--- src/source/x25519_pkg.sv ---
package x25519_pkg;

	localparam int limb_count = 32;	// radix 2^8 gives 32 limbs per element

	typedef logic [7:0] limb_t;	// one radix 2^8 digit
	typedef limb_t [limb_count-1:0] field_elem_t;	// limb 0 sits in the low byte
	typedef logic [31:0] column_t;	// one schoolbook column sum before carrying
	typedef logic [4:0] col_index_t;	// selects one of the 32 output columns

	localparam logic [7:0] reg_a_base = 8'h00;	// eight words of operand a
	localparam logic [7:0] reg_b_base = 8'h20;	// eight words of operand b
	localparam logic [7:0] reg_ctrl = 8'h40;	// bit 0 starts a multiply
	localparam logic [7:0] reg_status = 8'h44;	// bit 0 busy and bit 1 done
	localparam logic [7:0] reg_result_base = 8'h60;	// eight words of the product

	typedef enum logic [1:0] {
		ctrl_idle,	// waiting for a start write
		ctrl_issue,	// one column request per cycle
		ctrl_wait	// columns in flight until the squeeze finishes
	} ctrl_state_t;

	typedef enum logic [1:0] {
		sq_collect,	// column sums arrive from the pipeline
		sq_carry1,	// first carry and fold pass
		sq_carry2,	// second carry and fold pass
		sq_store	// product is valid for one cycle
	} squeeze_state_t;

endpackage

--- src/source/x25519_squeeze.sv ---
`timescale 1ns/1ps
module x25519_squeeze (
	input logic clk,
	input logic reset,
	input logic out_valid,
	input x25519_pkg::column_t out,
	output logic done_pulse,
	output x25519_pkg::field_elem_t product
);
	import x25519_pkg::*;

	squeeze_state_t state;
	col_index_t count;	// next accumulator slot to fill
	column_t acc [limb_count];	// column sums and later the carried limbs
	column_t pass [limb_count];	// acc after one carry and fold pass
	column_t u;	// running carry through the pass

	// One full pass is shared by both carry states.
	always_comb begin
		u = '0;
		for (int j = 0; j < limb_count - 1; j++) begin
			u = u + acc[j];
			pass[j] = {24'd0, u[7:0]};	// keep 8 bits in limbs 0 to 30
			u = u >> 8;
		end
		u = u + acc[limb_count-1];
		pass[limb_count-1] = {25'd0, u[6:0]};	// limb 31 keeps bits 248 to 254
		u = u >> 7;
		pass[0] = pass[0] + u * 32'd19;	// 2^255 is 19 mod p
	end

	always_ff @(posedge clk) begin
		if (state == sq_collect && out_valid) begin
			acc[count] <= out;	// columns come back in issue order
		end else if (state == sq_carry1 || state == sq_carry2) begin
			for (int j = 0; j < limb_count; j++) begin
				acc[j] <= pass[j];
			end
		end
	end

	always_ff @(posedge clk) begin
		if (reset) begin
			state <= sq_collect;
			count <= '0;
		end else begin
			case (state)
				sq_collect: begin
					if (out_valid) begin
						count <= count + 1'b1;	// wraps to 0 ready for the next run
						if (count == col_index_t'(limb_count - 1)) begin
							state <= sq_carry1;
						end
					end
				end
				sq_carry1: begin
					state <= sq_carry2;
				end
				sq_carry2: begin
					state <= sq_store;
				end
				default: begin
					state <= sq_collect;	// sq_store lasts a single cycle
				end
			endcase
		end
	end

	assign done_pulse = (state == sq_store);

	always_comb begin
		for (int j = 0; j < limb_count; j++) begin
			product[j] = acc[j][7:0];	// low byte of each carried limb
		end
	end

	// the controller must not issue a new run before the last one is squeezed
	assert property (@(posedge clk) disable iff (reset)
		out_valid |-> (state == sq_collect));

endmodule

--- config.mk ---
export PLATFORM = sky130hd
export DESIGN_NAME = x25519_squeeze
export DESIGN_NICKNAME = d
export VERILOG_FILES = /design/src/source/x25519_pkg.sv /design/src/source/x25519_squeeze.sv
export SDC_FILE = /design/constraint.sdc
export NUM_CORES = 2
export LEC_CHECK = 0
export BUFFER_PORTS_ARGS = -buffer_cell sky130_fd_sc_hd__buf_4
export CORE_UTILIZATION = 50
export CTS_CLUSTER_SIZE = 24
export DETAILED_ROUTE_END_ITERATION = 8
export GPL_TIMING_DRIVEN = 0
export PLACE_DENSITY_LB_ADDON = 0.1
export SYNTH_ARGS = -nofsm -noshare
export SYNTH_HDL_FRONTEND = slang
export SYNTH_SLANG_ARGS = --single-unit
--- constraint.sdc ---
create_clock -name clk -period 64.8 [get_ports clk]
set_clock_uncertainty 0.1 [all_clocks]
set_input_delay 9.72 -clock clk [delete_from_list [all_inputs] [get_ports clk]]
set_output_delay 9.72 -clock clk [all_outputs]
set_load 0.02 [all_outputs]
# Yosys cells after proc, flatten, opt, wreduce, memory -nomap -nowiden
# Memory sizes are Yosys's and may differ from the RTL's.
# Cells that the tools add are included.
# Widths: inputs -> output; s select.
[totals]
reg_bits = 7
ram_bits = 1024
in_bits = 35
out_inout_bits = 257
elab_cells = 60
n_memories = 1
[classes]
add_sub_neg = 33
multipliers = 1
eq_ne = 6
muxes = 11
reduce_logical = 6
[memory_table]
columns = ["memory", "depth", "word_bits", "read_ports", "rd_ports_with_merged_regs", "wr", "line", "source"]
rows = [
  ["acc", 32, 32, 32, 0, 32, "x25519_squeeze.sv:14", "column_t acc [limb_count];"],
]
[ops]
columns = ["cell", "n"]
rows = [
  ["$add 24x32->32", 31],
  ["$mux 32", 1],
  ["$reduce_or 32->1", 1],
  ["$add 8x30->31", 1],
  ["$mul 25x5->30 const B", 1],
  ["$mux 1", 6],
  ["$pmux 2 s3", 1],
  ["$add 5x1->5 const B", 1],
  ["$eq 5x5->1 const B", 1],
  ["$mux 5", 1],
  ["$eq 2x2->1 const B", 2],
  ["$mux 2", 2],
  ["$reduce_and 2->1", 2],
  ["$eq 2x1->1 const B", 1],
  ["$logic_not 2->1", 1],
  ["$ne 2x1->1 const B", 1],
  ["$ne 2x2->1 const B", 1],
  ["$logic_and 1x1->1", 1],
  ["$logic_or 1x1->1", 1],
]

# Depth between registers and ports, before layout
# An unclocked memory read counts as a cell.
[depth]
ltp_word = 35
depth_mapped = 321
ltp_nobuf = 318

# Least setup slack after synthesis
# OpenSTA, ideal clock, no wires.
[synth_path]
path_type = "register -> register"
from = "memory acc[1][0] in the netlist's numbering"
to = "memory acc[0][29] in the netlist's numbering, data pin"
setup_ns = 0.257
t_arrival_ns = 56.394
required_time_ns = 64.443
path_slack_ns = 8.049
stages_incl_launch_ff = 292
n_path_buf = 3
period_less_slack_ns = 56.751
path_cell_list = "edfxtp_1 > ha_1 > fa_1 > a21o_1 > a21oi_1 > o21bai_1 > a2111oi_0 > o311ai_1 > a21oi_1 > o21bai_1 > a21o_1 > a21oi_1 > xnor2_1 > ha_1 > and2_1 > a221oi_1 > o21ai_0 > a21o_1 > [... 256 more ...] > nor2_1 > xnor2_1 > ha_1 > ha_1 > inv_1 > fa_1 > inv_1 > ha_1 > a21o_1 > a21o_1 > a31o_2 > a21oi_1 > o21ai_1 > o31a_1 > o22a_1 > a31oi_1 > o21bai_1 > a32o_1"
[synth_lines]
columns = ["element", "line"]
rows = [
  ["from (decl)", "x25519_squeeze.sv:14"],
]

==> metrics.md <==
| Metric | Value |
|---|---|
| Post-route insts no fill | `12736` |
| Slew Viols, Final | `75` |
| Async set or reset register ratio after synthesis | `0%` |
| Syn avg cell area | `7.954 µm²` |
| Initial Util | `50.36%` |
| Period Utilization, post-route | `95.74%` |
| Crit Path Category | `flop to flop` |
| Power Dens Cells | `24.09 nW/µm²` |
| DP HPWL | `214600 µm` |
| Worst-path fanout max | `6` |
| Number of synthesized flops with an enable pin | `278` |
| Via density | `5.939` |
| Fin. Hold Viols | `0` |
| GRT Util Overall | `34.48%` |
| Area growth, synth to finish | `15.17%` |
| DR iter-0 viols | `7000` |
| Post-Route Setup TNS | `0 ns` |
| Hold Path Class | `flop to flop` |
| Antenna violations before repair | `15` |
| Crit path required time | `65.25 ns` |
| Port Buffers | `291` |
| Commonest non-fill, non-tap cell in the layout | `nand2_1` |
| Min cycle time layout | `62.04 ns` |
| Status | `finished with violations` |
| Clk_lat worst skew | `0.79 ns` |
| FF/Latch Area | `23420 µm²` |
| Post-synthesis sequential area ratio | `29.40%` |
| CTS Buf Count | `130` |
| Final nets | `11506` |
| CTS tree | `built` |
| CTS Hold Bufs | `0` |
| Warnings, synthesis | `0` |
| Main synth FF type | `dfxtp_1` |
| Final Util | `58.00%` |
| Pre-CTS setup slack | `-3.340 ns` |
| Most frequent cells in the layout | `nand2_1 (2092), a21oi_1 (1273), ha_1 (829), dfxtp_1 (753), buf_4 (660)` |
| Crit path largest cell delay | `0.56 ns` |
| Slew @ Worst Pin | `1.650 ns` |
| DP Area | `84630 µm²` |
| Max VDD drop | `0.03783 mV` |
| Post-route cell area | `91750 µm²` |
| Post-route setup slack | `2.757 ns` |
| Gpl congestion | `0.9529` |
| Clock sink count | `1031` |
| Via count | `75638` |
| Most common cell on crit path | `a21oi_1` |
| Count of different cell masters after synthesis | `86` |
| Startpoint Class | `flop` |
| Global route overflow | `0` |
| Slew Limit Headroom | `-9.990%` |
| Area of the die | `160900 µm²` |
| Tot Pwr | `2.210 mW` |
| Filler cells | `14596` |
| DRC | `0` |
| First-pass GRT wire length | `425900 µm` |
| H-tree lvl count | `4` |
| Hold slack final | `0.3578 ns` |
| Longest Clk Path Bufs | `3` |
| Multi-input logic area | `53590 µm²` |
| Core area | `158200 µm²` |
| Root buf cell | `clkbuf_16` |
| Synth Net Count | `10969` |
| Per-cell routed wire length | `22.88 µm` |
| Pin count of the biggest net entering global routing | `32` |
| Endpoints failing setup | `0` |
| FF+latch count, synth | `1031` |
| Drt first pass iters | `6` |
| Cells after synthesis | `10016` |
| Mapped cell area | `79660 µm²` |
| DIE HEIGHT | `401.2 µm` |
| CP max stage cell | `fa_1` |
| Clock transition at path regs | `0.06 ns` |
| Routed wire length | `291400 µm` |
| Leakage power | `40.77 nW` |
| CP Capture Type | `flop` |
| Max-Cap Viols | `9` |
| Violated checks | `capacitance limit, slew limit` |
| IO Pins | `292` |
| Antenna viol nets, final | `0` |
| Share of cells above drive strength 1 | `11.91%` |
| CP arrival | `62.49 ns` |
| Placed insts | `12386` |
| Die width | `401.2 µm` |
| Std-Cell Rows | `146` |
| Vias in the first global route | `69882` |
| Achievable frequency | `0.01612 GHz` |
-- critical path: cells and delay by family, from the launching register on --
family,cells,cell delay [ns]
flops,1,0.39
buf+inv,9,1.15
fa+ha+maj,38,12.71
simple gates,56,9.19
xor+xnor,29,4.52
compound gates,160,33.72
-- Yosys cell counts (123+ instances only) --
master / number / area, µm²
xnor2_1: 597 / 5229
nor2_1: 443 / 1663
clkbuf_1: 371 / 1393
ha_1: 858 / 10740
nor3_1: 129 / 645.6
nand2_1: 2093 / 7856
a21oi_1: 1326 / 6636
inv_1: 295 / 1107
nand2b_1: 123 / 769.5
dfxtp_1: 753 / 15070
o21ai_0: 429 / 2147
xor2_1: 286 / 2505
buf_4: 256 / 1922
edfxtp_1: 278 / 8348
nand3_1: 156 / 780.8
a21o_1: 334 / 2507
-- path summary, 6_finish.rpt --
| kind | start | endpoint | slack, ns | depth (start not counted) |
|---|---|---|---|---|
| max | acc[1][0] | acc[0][29] | 2.76 | 292 |
| min reg2reg | acc[6][27] | acc[6][27] | 0.36 | 2 |
| max reg2reg | acc[1][0] | acc[0][29] | 2.76 | 292 |
| min | acc[6][27] | acc[6][27] | 0.36 | 2 |
-- cell families (layout without fill, tap and decap cells) --
family                   after synthesis  count (layout)  share of synthesized area (%)
AO/OA/AOI/OAI                       2843            2843                          21.80
XOR/XNOR                             883             883                          9.708
adder cells (fa/ha/maj)              918             918                          14.98
buffers and inverters                956            1597                          5.711
flip-flops                          1031            1031                          29.40
multiplexers                           7               7                        0.09267
other                                  0               7                              0
AND/OR/NAND/NOR                     3378            3378                          18.30
-- where the power goes --
group          total (mW)  internal [mW]  switching (mW)
registers           0.698          0.682          0.0168
clock network       0.762          0.449           0.313
logic               0.750          0.314           0.436
total                2.21           1.44           0.766
-- cell type report --
cell class,count,area share [%]
inverters,295,1.207
plain buffers,655,3.784
flip-flops and latches,1031,25.53
clock buffers,190,4.323
multi-input cells,8029,58.41
well taps,2072,2.826
diodes,7,0.01909
repair buffers,411,3.450
clock inverters,46,0.4500
-- per-layer routing --
metal,vias up,GRT usage [%],wire [µm]
met5,-,0.4460,201
met4,16,15.93,14820
met3,625,5.911,24010
met2,2875,54.29,128900
met1,36156,45.92,123500
li1,35966,-,-
-- flip-flops by register name, indices dropped and copies added, names as in the netlist --
signal,flops
acc,1024
count,5
state,2
-- repair_timing --
action | CTS | global route
setup buffers | 5 | 108
gates resized for setup | 54 | 340
pin swaps | 5 | 149
gates cloned | 0 | 0
setup endpoints to repair | 28 | 30
hold endpoints to repair | 0 | 0
Power figures use the tool's default switching activity.
